$ cat config.mk
export PLATFORM = sky130hd
export DESIGN_NAME = bypassLsu
export DESIGN_NICKNAME = d
export VERILOG_FILES = /design/src/rtl/memcPkg.sv /design/src/rtl/uopPkg.sv /design/src/rtl/bypassLsu.sv
export VERILOG_INCLUDE_DIRS = /design/src /design/src/rtl
export SDC_FILE = /design/constraint.sdc
export NUM_CORES = 1
export LEC_CHECK = 0
export ABC_AREA = 1
export BUFFER_PORTS_ARGS = -buffer_cell sky130_fd_sc_hd__buf_2
export CORE_MARGIN = 1
export CORE_UTILIZATION = 40
export DETAILED_ROUTE_END_ITERATION = 10
export PLACE_DENSITY = 0.71
export SLEW_MARGIN = 20
export SYNTH_ARGS = -nofsm -noshare
export SYNTH_HDL_FRONTEND = slang
export SYNTH_SLANG_ARGS = --single-unit
export TNS_END_PERCENT = 10
$ cat constraint.sdc
create_clock -name clk -period 9 [get_ports clk]
set_clock_uncertainty 0.05 [all_clocks]
set_input_delay 1.8 -clock clk [delete_from_list [all_inputs] [get_ports clk]]
set_output_delay 1.8 -clock clk [all_outputs]
set_load 0.05 [all_outputs]
$ cat src/rtl/lsuDefines.svh
`ifndef LSU_DEFINES_SVH
`define LSU_DEFINES_SVH

`define LSU_ADDR_W 32
`define LSU_SQN_W 7

// on-chip array size in 32-bit words
`define LSU_MEM_WORDS 256

// cycles from command acceptance to the response pulse
`define LSU_MEMC_LAT 3

`endif

$ cat src/rtl/memcPkg.sv
`include "lsuDefines.svh"

package memcPkg;

    typedef enum logic [2:0] {
        MEMC_NONE,
        MEMC_READ_BYTE,
        MEMC_READ_HALF,
        MEMC_READ_WORD,
        MEMC_WRITE_BYTE,
        MEMC_WRITE_HALF,
        MEMC_WRITE_WORD
    } memCmd;

    typedef struct packed {
        memCmd                  cmd;
        logic [`LSU_ADDR_W-1:0] readAddr;
        // low two bits give the first written byte lane
        logic [`LSU_ADDR_W-1:0] writeAddr;
        logic [31:0]            data;
    } memcReq;

    typedef struct packed {
        logic        stall;
        logic        ldValid;
        logic        stValid;
        // right-aligned read data, meaningful with ldValid
        logic [31:0] ldData;
    } memcRes;

endpackage

$ cat src/rtl/uopPkg.sv
`include "lsuDefines.svh"

package uopPkg;

    typedef struct packed {
        logic                   valid;
        logic [`LSU_ADDR_W-1:0] addr;
        // 0 byte, 1 half, 2 word
        logic [1:0]             size;
        logic [`LSU_SQN_W-1:0]  sqN;
        // device loads cannot be squashed by a branch
        logic                   external;
    } ldUop;

    typedef struct packed {
        logic                   valid;
        logic [`LSU_ADDR_W-1:0] addr;
        // data sits in its byte lanes already
        logic [31:0]            data;
        logic [3:0]             wmask;
        logic [`LSU_SQN_W-1:0]  sqN;
    } stUop;

    typedef struct packed {
        logic                  taken;
        logic [`LSU_SQN_W-1:0] sqN;
    } branchProv;

endpackage

$ cat src/rtl/bypassLsu.sv
`include "lsuDefines.svh"

module bypassLsu import uopPkg::*, memcPkg::*; (
    input  logic        clk,
    input  logic        rst,
    input  branchProv   branch,
    input  logic        uopLdEn,
    input  ldUop        uopLd,
    input  logic        uopStEn,
    input  stUop        uopSt,
    input  logic        ldStall,
    input  memcRes      memcIn,
    output logic        ldStallOut,
    output logic        stStallOut,
    output ldUop        uopLdOut,
    output logic [31:0] ldData,
    output memcReq      memcOut
);

    typedef enum logic [2:0] {IDLE, REQ_LD, REQ_ST, WAIT_LD, WAIT_ST, DONE_LD} lsuState;

    lsuState state;
    ldUop    activeLd;
    logic    takeSt;
    logic    takeLd;
    logic    squashHeld;
    logic    keepLd;

    // sequence numbers wrap, so age is judged by the sign of the difference
    function automatic logic squashes(ldUop ld, branchProv br);
        logic signed [`LSU_SQN_W-1:0] age;
        age = ld.sqN - br.sqN;
        return br.taken && !ld.external && (age > 0);
    endfunction

    function automatic logic [1:0] lowestLane(logic [3:0] mask);
        logic [1:0] lane;
        lane = 2'd0;
        for (int i = 3; i >= 0; i--) begin
            if (mask[i]) begin
                lane = 2'(i);
            end
        end
        return lane;
    endfunction

    function automatic memCmd storeCmd(logic [3:0] mask);
        case (mask)
            4'b0001, 4'b0010, 4'b0100, 4'b1000: return MEMC_WRITE_BYTE;
            4'b0011, 4'b1100: return MEMC_WRITE_HALF;
            default: return MEMC_WRITE_WORD;
        endcase
    endfunction

    function automatic memCmd loadCmd(logic [1:0] size);
        case (size)
            2'd0: return MEMC_READ_BYTE;
            2'd1: return MEMC_READ_HALF;
            default: return MEMC_READ_WORD;
        endcase
    endfunction

    always_comb begin
        stStallOut = (state != IDLE);
        // a waiting store always goes ahead of a load
        ldStallOut = stStallOut || uopSt.valid;
        takeSt = uopSt.valid && uopStEn && !stStallOut;
        takeLd = uopLd.valid && uopLdEn && !ldStallOut && !squashes(uopLd, branch);
        squashHeld = activeLd.valid && squashes(activeLd, branch);
        keepLd = activeLd.valid && !squashHeld;
        uopLdOut = activeLd;
        uopLdOut.valid = (state == DONE_LD) && activeLd.valid;
    end

    always_ff @(posedge clk or posedge rst) begin
        if (rst) begin
            state <= IDLE;
            activeLd <= '0;
            memcOut <= memcReq'{cmd: MEMC_NONE, default: '0};
        end else begin
            // a squashed load keeps its transaction but loses its result
            if (squashHeld) begin
                activeLd.valid <= 1'b0;
            end
            case (state)
                IDLE: begin
                    if (takeSt) begin
                        memcOut.cmd <= storeCmd(uopSt.wmask);
                        memcOut.writeAddr <= {uopSt.addr[`LSU_ADDR_W-1:2],
                                              lowestLane(uopSt.wmask)};
                        memcOut.data <= uopSt.data;
                        state <= REQ_ST;
                    end else if (takeLd) begin
                        memcOut.cmd <= loadCmd(uopLd.size);
                        memcOut.readAddr <= uopLd.addr;
                        activeLd <= uopLd;
                        state <= REQ_LD;
                    end
                end
                REQ_LD, REQ_ST: begin
                    if (!memcIn.stall) begin
                        memcOut.cmd <= MEMC_NONE;
                        state <= (state == REQ_LD) ? WAIT_LD : WAIT_ST;
                    end
                end
                WAIT_LD: begin
                    if (memcIn.ldValid) begin
                        state <= keepLd ? DONE_LD : IDLE;
                    end
                end
                WAIT_ST: begin
                    if (memcIn.stValid) begin
                        state <= IDLE;
                    end
                end
                DONE_LD: begin
                    if (!ldStall || !activeLd.valid) begin
                        state <= IDLE;
                        activeLd.valid <= 1'b0;
                    end
                end
                default: state <= IDLE;
            endcase
        end
    end

    // narrow results are repeated across the whole word
    always_ff @(posedge clk) begin
        if (state == WAIT_LD && memcIn.ldValid) begin
            case (activeLd.size)
                2'd0: ldData <= {4{memcIn.ldData[7:0]}};
                2'd1: ldData <= {2{memcIn.ldData[15:0]}};
                default: ldData <= memcIn.ldData;
            endcase
        end
    end

endmodule

# Yosys cells after proc, flatten, opt, wreduce, memory -nomap -nowiden

Cells that the tools add are included.

Flip-flop bits (word level): 145
Output and inout port bits: 176

Add/subtract/negate cells: 2
Order comparisons: 2
Equal/unequal tests: 18
Multiplexer cells: 25
Bitwise logic cells: 1
Reductions and logical operators: 35

Operator list:

| cell                 | number |
|---|---|
| $mux W43             | 2 |
| $pmux W32 S2         | 1 |
| $mux W35             | 1 |
| $mux W3              | 10 |
| $pmux W3 S5          | 1 |
| $gt A7 B1 Y1 const B | 2 |
| $sub A7 B7 Y7        | 2 |
| $logic_and A1 B1 Y1  | 13 |
| $eq A4 B2 Y1 const B | 2 |
| $eq A4 B4 Y1 const B | 2 |
| $logic_not A1 Y1     | 8 |
| $mux W2              | 4 |
| $pmux W2 S2          | 2 |
| $eq A3 B2 Y1 const B | 2 |
| $eq A3 B3 Y1 const B | 2 |
| $ne A2 B2 Y1 const B | 3 |
| $pmux W3 S2          | 1 |
| $reduce_and A3 Y1    | 2 |
| $reduce_and A5 Y1    | 1 |
| $eq A2 B1 Y1 const B | 2 |
| $eq A4 B1 Y1 const B | 1 |
| $eq A4 B3 Y1 const B | 1 |
| $logic_not A2 Y1     | 2 |
| $reduce_or A2 Y1     | 2 |
| 12 further kinds     | 14 |

# Depth between registers and ports, before layout

Gate-level depths: netlist of the first run.

Depth in word-level cells: 9
Gate-level depth with buffers: 16
Gate-level depth less buffers: 16

# Least setup slack after synthesis of the first run

Ideal clock, no wire load.

Kind: input-to-reg
Start point: in memcIn[33] in the netlist's numbering
End point: reg ldData[0], enable pin
Data arrival time: 4.892 ns
Data required time: 8.449 ns
Setup slack: 3.556 ns
Stages: 2
Path buffers: 0
Cell sequence: inv_1 nor4_1

Longest elaborated chain between the ends: 1

Ends and longest elaborated chain:

| what                 | line             | source |
|---|---|---|
| from (decl)          | bypassLsu.sv:12  | `input memcRes memcIn,` |
| $logic_and A1 B1 Y1  | bypassLsu.sv:129 | `if (state == WAIT_LD && memcIn.ldValid) begin` |
| to (signal assigned) | bypassLsu.sv:131 | `2'd0: ldData <= {4{memcIn.ldData[7:0]}};` |
| to (signal assigned) | bypassLsu.sv:132 | `2'd1: ldData <= {2{memcIn.ldData[15:0]}};` |
| to (signal assigned) | bypassLsu.sv:133 | `default: ldData <= memcIn.ldData;` |
| to (decl)            | bypassLsu.sv:16  | `output logic [31:0] ldData,` |

Every way passes these cells.
A chain may end at the register's enable or synchronous reset.

# Final worst setup path of the first run

Start point: in branch[0] in the netlist's numbering
End point: reg memcOut[98] in the netlist's numbering

Longest elaborated chain between the ends: 7

Ends and longest elaborated chain:

| what                        | line            | source |
|---|---|---|
| from (decl)                 | bypassLsu.sv:6  | `input branchProv branch,` |
| $sub A7 B7 Y7               | bypassLsu.sv:32 | `age = ld.sqN - br.sqN;` |
| $gt A7 B1 Y1                | bypassLsu.sv:33 | `return br.taken && !ld.external && (age > 0);` |
| $logic_and A1 B1 Y1         | bypassLsu.sv:33 |  |
| $logic_not A1 Y1            | bypassLsu.sv:68 | `takeLd = uopLd.valid && uopLdEn && !ldStallOut && !squashes(uopLd, branch);` |
| $logic_and A1 B1 Y1         | bypassLsu.sv:68 |  |
| $ne A3 B3 Y1 (no line)      | n/a             |  |
| $reduce_and A3 Y1 (no line) | n/a             |  |
| to (signal assigned)        | bypassLsu.sv:79 | `memcOut <= memcReq'{cmd: MEMC_NONE, default: '0};` |
| to (decl)                   | bypassLsu.sv:17 | `output memcReq memcOut` |

Every way passes these cells.

==> results of run 1 <==
[layout make-up]
| class | instances | area, µm² | area share |
|---|---|---|---|
| Clock inverter | 13 | 131 | 0.0146 |
| Antenna cell | 1 | 2.50 | 0.000278 |
| Tap cell | 225 | 282 | 0.0313 |
| Multi-Input combinational cell | 537 | 2400 | 0.267 |
| Inverter | 61 | 231 | 0.0257 |
| Timing Repair Buffer | 337 | 1700 | 0.189 |
| Clock buffer | 19 | 464 | 0.0516 |
| Sequential cell | 145 | 3790 | 0.421 |
[logic make-up (layout without fill, tap and decap cells)]
family / count (synthesis) / count (layout) / share of synthesized area
AO/OA/AOI/OAI: 38 / 38 / 0.0318
XOR/XNOR: 3 / 3 / 0.00369
adder cells (fa/ha/maj): 14 / 14 / 0.0267
buffers and inverters: 165 / 430 / 0.132
flip-flops: 145 / 145 / 0.532
other: 0 / 1 / 0
AND/OR/NAND/NOR: 482 / 482 / 0.274
[flip-flops by register name, summed over array words and instances, names as in the netlist]
name      count
ldData       32
activeLd      1
memcOut      67
state         3
uopLdOut     42
[tightest hold or removal path, delay by kind of cell, from the launching register on]
family | cells | cell delay (ns)
flip-flops | 1 | 0.34
AND/OR/NAND/NOR | 2 | 0.10
[layout by cell type (no fill, tap or decap)]
master      Yosys  layout
nand2_1       387     387
fa_1            2       2
clkbuf_8        0       1
nand3b_1        1       1
clkinv_8        0       1
nand2_4         1       1
xnor2_1         1       1
a22oi_1         1       1
edfxtp_1       32      32
inv_6           0       5
o21ai_0        12      12
clkinv_1        1       1
a21oi_4         1       1
buf_2          12     333
clkbuf_16       0      18
buf_4          76       4
o21ai_1         3       3
inv_4           0       1
nand4_1         3       3
ha_1           12      12
clkinvlp_4      0       2
nor4_2          0       1
inv_2           0       1
nor2_1         23      23
nor2_4          2       2
inv_8           0       5
xor2_1          2       2
diode_2         0       1
dfrtp_1       113     113
nand3_1        57      57
nor3_1          2       2
o31ai_1         1       1
or2_4           1       1
o211ai_1        8       8
nand2_2         2       2
inv_1          60      58
a21oi_1        12      12
or2_2           1       1
nor2_8          1       1
[where the power goes]
part | total, mW | switching [mW] | internal, mW
Sequential | 1.11 | 0.173 | 0.936
Combinational | 2.01 | 1.59 | 0.424
Clock | 0.708 | 0.315 | 0.393
Total | 3.83 | 2.07 | 1.75
[per-stage QoR]
step           hold WS [ns]  setup WS [ns]  std cells
3_5_place_dp          0.403           3.92       1305
3_3_place_gp          0.399           3.95       1305
4_1_cts               0.419           4.35       1337
2_1_floorplan         0.415           3.56        847
5_1_grt               0.427           3.99       1337
6_report              0.415           4.39       1338
[final timing paths]
| kind | startpoint | endpoint | cells after the start |
|---|---|---|---|
| worst max-delay path | branch[0] | memcOut[98] | 16 |
| worst min-delay path | memcOut[22] | memcOut[22] | 2 |
| worst max register to register | state[0] | memcOut[98] | 9 |
| worst min register to register | memcOut[22] | memcOut[22] | 2 |
| max in group asynchronous | rst | uopLdOut[20] | 3 |
| min in group asynchronous | rst | memcOut[14] | 2 |
[routing by layer]
layer  part of all wire  wire length (µm)
met5            0.00060                11
met3              0.089              1630
met4              0.015               272
met1               0.40              7370
met2               0.50              9110
==> metrics.md, run 1 <==
| Metric | Value |
|---|---|
| Fill count | 1675 |
| Clk sink count | 145 |
| First-pass GRT wire length | 28400 µm |
| Most Frequent Cell on Critical Path | nand2_1 |
| Hold crit path type | reg -> reg |
| Met1 usage | 0.237 |
| Final WL | 18400 µm |
| Peak supply drop | 0.322 mV |
| Fin Setup TNS | 0 ns |
| Fraction of the yosys area taken by sequential cells | 0.532 |
| Final Hold Fails | 0 |
| DRC | 0 |
| Crit. End Element | flip-flop |
| Reg2reg setup slack | 6.32 ns |
| Synth-to-Final Area Change | 26.3% |
| Core Region | 0.0174 mm² |
| Largest net degree at the start of global routing | 69 |
| Crit Path Class | in -> reg |
| GRT overflow | 0 |
| Antenna violations before repair | 2 |
| Crit path max fanout | slightly above 50 |
| Synth area leader | dfrtp_1 |
| EDFF count, synth | 32 |
| Vias in the first global route | 5767 |
| CP required | between 9 and 10 ns |
| Crit-path cells | buf_2 > ha_1 > inv_1 > fa_1 > inv_1 > nand2_1 > a21oi_1 > nand3_1 > nor2_1 > nand2_1 > nand2_2 > nand2_4 > nand2_1 > nand2_1 > nand2_1 > nand2_1 |
| Inserted Clock Buffers | 17 |
| Startpoint types | primary input |
| Seq cells post-synth | around 150 |
| Yosys top cell area share | 0.397 |
| Vias per cell | 4.63 |
| Commonest cells post-synth | nand2_1 (387), dfrtp_1 (113), buf_4 (76), inv_1 (60), nand3_1 (57) |
| Slew @ Worst Pin | 0.920 ns |
| TritonCTS clock tree | built |
| Power Dens Cells | roughly 430 mW/mm² |
| Placer Congestion | 0.825 |
| Row cnt | 48 |
| Count leader, synth | nand2_1 |
| Leak Pwr | 5.18 nW |
| RSZ-0062 raised after global routing | no |
| Synth Flop Type | dfrtp_1 |
| CTS max path bufs | 2 |
| I/O Pins | 343 |
| Clock root buffer | clkbuf_16 |
| Initial Util | 0.410 |
| Die ar. | around 0.018 mm² |
| Cells after synthesis | 847 |
| All-Layer GR Usage | 0.201 |
| Area after DPL | 0.00840 mm² |
| Die H | ~140 µm |
| Synthesis Warnings | 0 |
| # resized after CTS | 0 |
| Layout cells sized above 1 | 0.343 |
| Synth Area per Inst | 8.41 µm² |
| Grt met2 use | 0.344 |
| Buffers & Inverters on Critical Path | 3 |
| Die width | 135 µm |
| # hold bufs at CTS | 0 |
| Dpl hpwl | 13500 µm |
| Syn Nets | 1028 |
| Cell Area, Synth | 0.00712 mm² |
| Final Cycle Share | 0.513 |
| Final setup fails | 0 |
| Via count | 6199 |
| DRT Pass-1 Iters | 5 |
| Top post-synthesis cells by area | dfrtp_1 (40%), nand2_1 (20%), edfxtp_1 (13%) |
| Met3 Track Usage GR | 0.0651 |
| Slew HR | 0.387 |
| Worst-path clk slew | 0.07 ns |
| Critical path arrival | 4.85 ns |
| Tot Pwr | between 3 and 4 mW |
| Slew Viols, Final | 0 |
| Period minus WS final | 4.61 ns |
| Yosys cell types | 33 |
| Post-CTS Setup Bufs | 0 |
| Crit-path max cell delay | 0.61 ns |
| Global routing's busiest layer | met2 |
| Post-route ant nets | 0 |
| Total of max-cap violations | 0 |
| Layout Nets | roughly 1300 |
| IO Port Bufs | 333 |
| DRT iter0 DRCs | between 300 and 400 |
| Ys async rst share | 0.779 |
| Avg WL per Cell | 13.7 µm |
| Clk_lat worst skew | 0.41 ns |
| Cell area after layout | between 0.008 and 0.009 mm² |
| Status | complete, no violations |
| Top delay family on crit path | simple AND/OR/NAND/NOR gates |
| CP max stage cell | nand2_2 |
| Fmax | 217 MHz |
| H-tree depth | 4 |
| Fin util | 0.518 |
Note: power is estimated with default switching activity, not from simulation.
==> inputs of run 2 (changes only) <==
Clock period 9 ns to 4.8 ns, I/O delays scaled along.
==> run 2 against run 1 <==
  * Global-route usage grew 0.96 points
  * Clock-buffer cell count unchanged
  * First-iteration DRC count shrank 18%
  * Via count rose by 0.79%
==> metrics.md, run 2 (synthesis gave the netlist of run 1 again) <==
| Metric | Value |
|---|---|
| Commonest non-fill, non-tap cell in the layout | nand2_1 |
| DRC | 0 |
| # resized after CTS | 0 |
| Critical path endpoint | memcOut[98] |
| Total of max-cap violations | 0 |
| Die H | 135 µm |
| CP Launch Point | branch[0] |
| Max reg flops | 67 |
| CP required | 5.04 ns |
| Post-route ant nets | 0 |
| Hold crit path type | reg -> reg |
| Avg WL per Cell | 14.1 µm |
| Core Region | 0.0174 mm² |
| DRT iter0 DRCs | 258 |
| Power Dens Cells | roughly 800 mW/mm² |
| Fin util | 0.519 |
| Crit-path max cell delay | roughly 0.4 ns |
| All-Layer GR Usage | 0.211 |
| Most Frequent Cell on Critical Path | nand2_1 |
| Largest net degree at the start of global routing | 74 |
| Layout Nets | 1283 |
| Die width | about 140 µm |
| Crit-path cells | buf_2 > ha_1 > inv_1 > fa_1 > inv_1 > nand2_1 > a21oi_1 > nand3_1 > nor2_1 > nand2_1 > nand2_2 > nand2_4 > nand2_1 > nand2_1 > nand2_1 > nand2_1 |
| Final WL | 18900 µm |
| Clk_lat worst skew | between 0.4 and 0.5 ns |
| Via count | 6248 |
| # hold bufs at CTS | 0 |
| R2r worst-path depth | 8 |
| Biggest register | memcOut |
| Peak supply drop | approximately 0.6 mV |
| Antenna violations before repair | 3 |
| Vias in the first global route | 5960 |
| Slew Viols, Final | 0 |
| DRT Pass-1 Iters | 5 |
| Fmax | 333 MHz |
| Final hold slack | 0.418 ns |
| GRT overflow | 0 |
| Leak Pwr | 5.18 nW |
| H-tree depth | 4 |
| Layout cells sized above 1 | 0.343 |
| Final Hold Fails | 0 |
| I/O Pins | between 300 and 400 |
| Critical path arrival | 3.24 ns |
| Startpoint types | primary input |
| Most frequent cells in the layout | nand2_1 (387), buf_2 (333), dfrtp_1 (113) |
| Die ar. | about 0.018 mm² |
| Crit Path Class | in -> reg |
| Fin cells | 1342 |
| Crit. End Element | flip-flop |
| Crit path max fanout | 51 |
| Slew HR | 0.360 |
| First-pass GRT wire length | around 30000 µm |
| TritonCTS clock tree | built |
| Placer Congestion | 0.848 |
| Worst-path clk slew | roughly 0.06 ns |
| CTS max path bufs | 2 |
| Row cnt | 48 |
| Vias per cell | 4.66 |
| Initial Util | 0.410 |
| Final Cycle Share | 0.625 |
| CP max stage cell | fa_1 |
| Status | complete, no violations |
| IO Port Bufs | between 300 and 400 |
| DP Cell Count | between 1000 and 1500 |
| Dpl hpwl | 13800 µm |
| Synth-to-Final Area Change | 26.4% |
| Final setup fails | 0 |
| Fin Setup TNS | 0 ns |
| Post-CTS Setup Bufs | 0 |
| Worst r2r dst | memcOut[47] |
| Reg2reg setup slack | between 2 and 2.5 ns |
| RSZ-0062 raised after global routing | no |
| Inserted Clock Buffers | 17 |
| Worst r2r src | state[0] |
| Clock root buffer | clkbuf_16 |
| Period minus WS final | around 3.0 ns |
| Slew @ Worst Pin | 0.960 ns |
| Clk sink count | 145 |
[run 2: cell types whose count changed in the layout (fill, tap and decap cells not counted), sizes merged]
cell    change
clkinv      +1
diode       +1
bufinv      +2
buf         +3
inv         -3
[run 2: cell type report]
cell class	count	area, µm²
fillers	1662	8350
flip-flops and latches	145	3790
multi-input cells	537	2400
repair buffers	340	1720
clock buffers	19	433
well taps	225	282
inverters	61	231
clock inverters	13	149
diodes	2	5.00
[run 2: critical path: cells and delay by family]
family	cells	cell delay, ns
and+or+nand+nor	10	1.25
adders and majority gates	2	0.60
buffers and inverters	3	0.27
AOI/OAI and AO/OA	1	0.13
[run 2: report_power, final]
group / total, mW / switching (mW) / leakage (nW) / internal (mW)
combinational: 3.77 / 2.97 / 3.20 / 0.797
sequential: 2.08 / 0.328 / 1.70 / 1.76
clock: 1.32 / 0.549 / 0.280 / 0.776
[run 2: per-layer routing]
| metal | vias up | part of all wire | GRT usage |
|---|---|---|---|
| met5 | - | 0.0011 | 0 |
| met1 | 2843 | 0.41 | 0.248 |
| li1 | 3085 | - | - |
| met3 | 23 | 0.079 | 0.0610 |
| met4 | 4 | 0.012 | 0.0811 |
| met2 | 293 | 0.50 | 0.362 |
[run 2: stage by stage]
| stage | worst slack (ns) | area, µm² | power, mW |
|---|---|---|---|
| finish | 1.80 | 9000 | 7.18 |
| global route | 1.61 | 9000 | 7.60 |
| CTS | 1.80 | 9000 | 7.25 |
| detailed placement | 1.36 | 8420 | 5.90 |
| global placement | 1.38 | 8420 | 5.84 |
| floorplan | 0.196 | 7120 | 5.38 |
[run 2: worst min path at each step]
| stage | startpoint | end | slack, ns | cells past startpoint |
|---|---|---|---|---|
| floorplan | uopLdOut[0] | uopLdOut[0] | 0.42 | 2 |
| global placement | memcOut[16] | memcOut[16] | 0.40 | 2 |
| detailed placement | memcOut[15] | memcOut[15] | 0.40 | 2 |
| CTS | memcOut[15] | memcOut[15] | 0.42 | 2 |
| global route | memcOut[15] | memcOut[15] | 0.44 | 2 |
| finish | memcOut[15] | memcOut[15] | 0.42 | 2 |
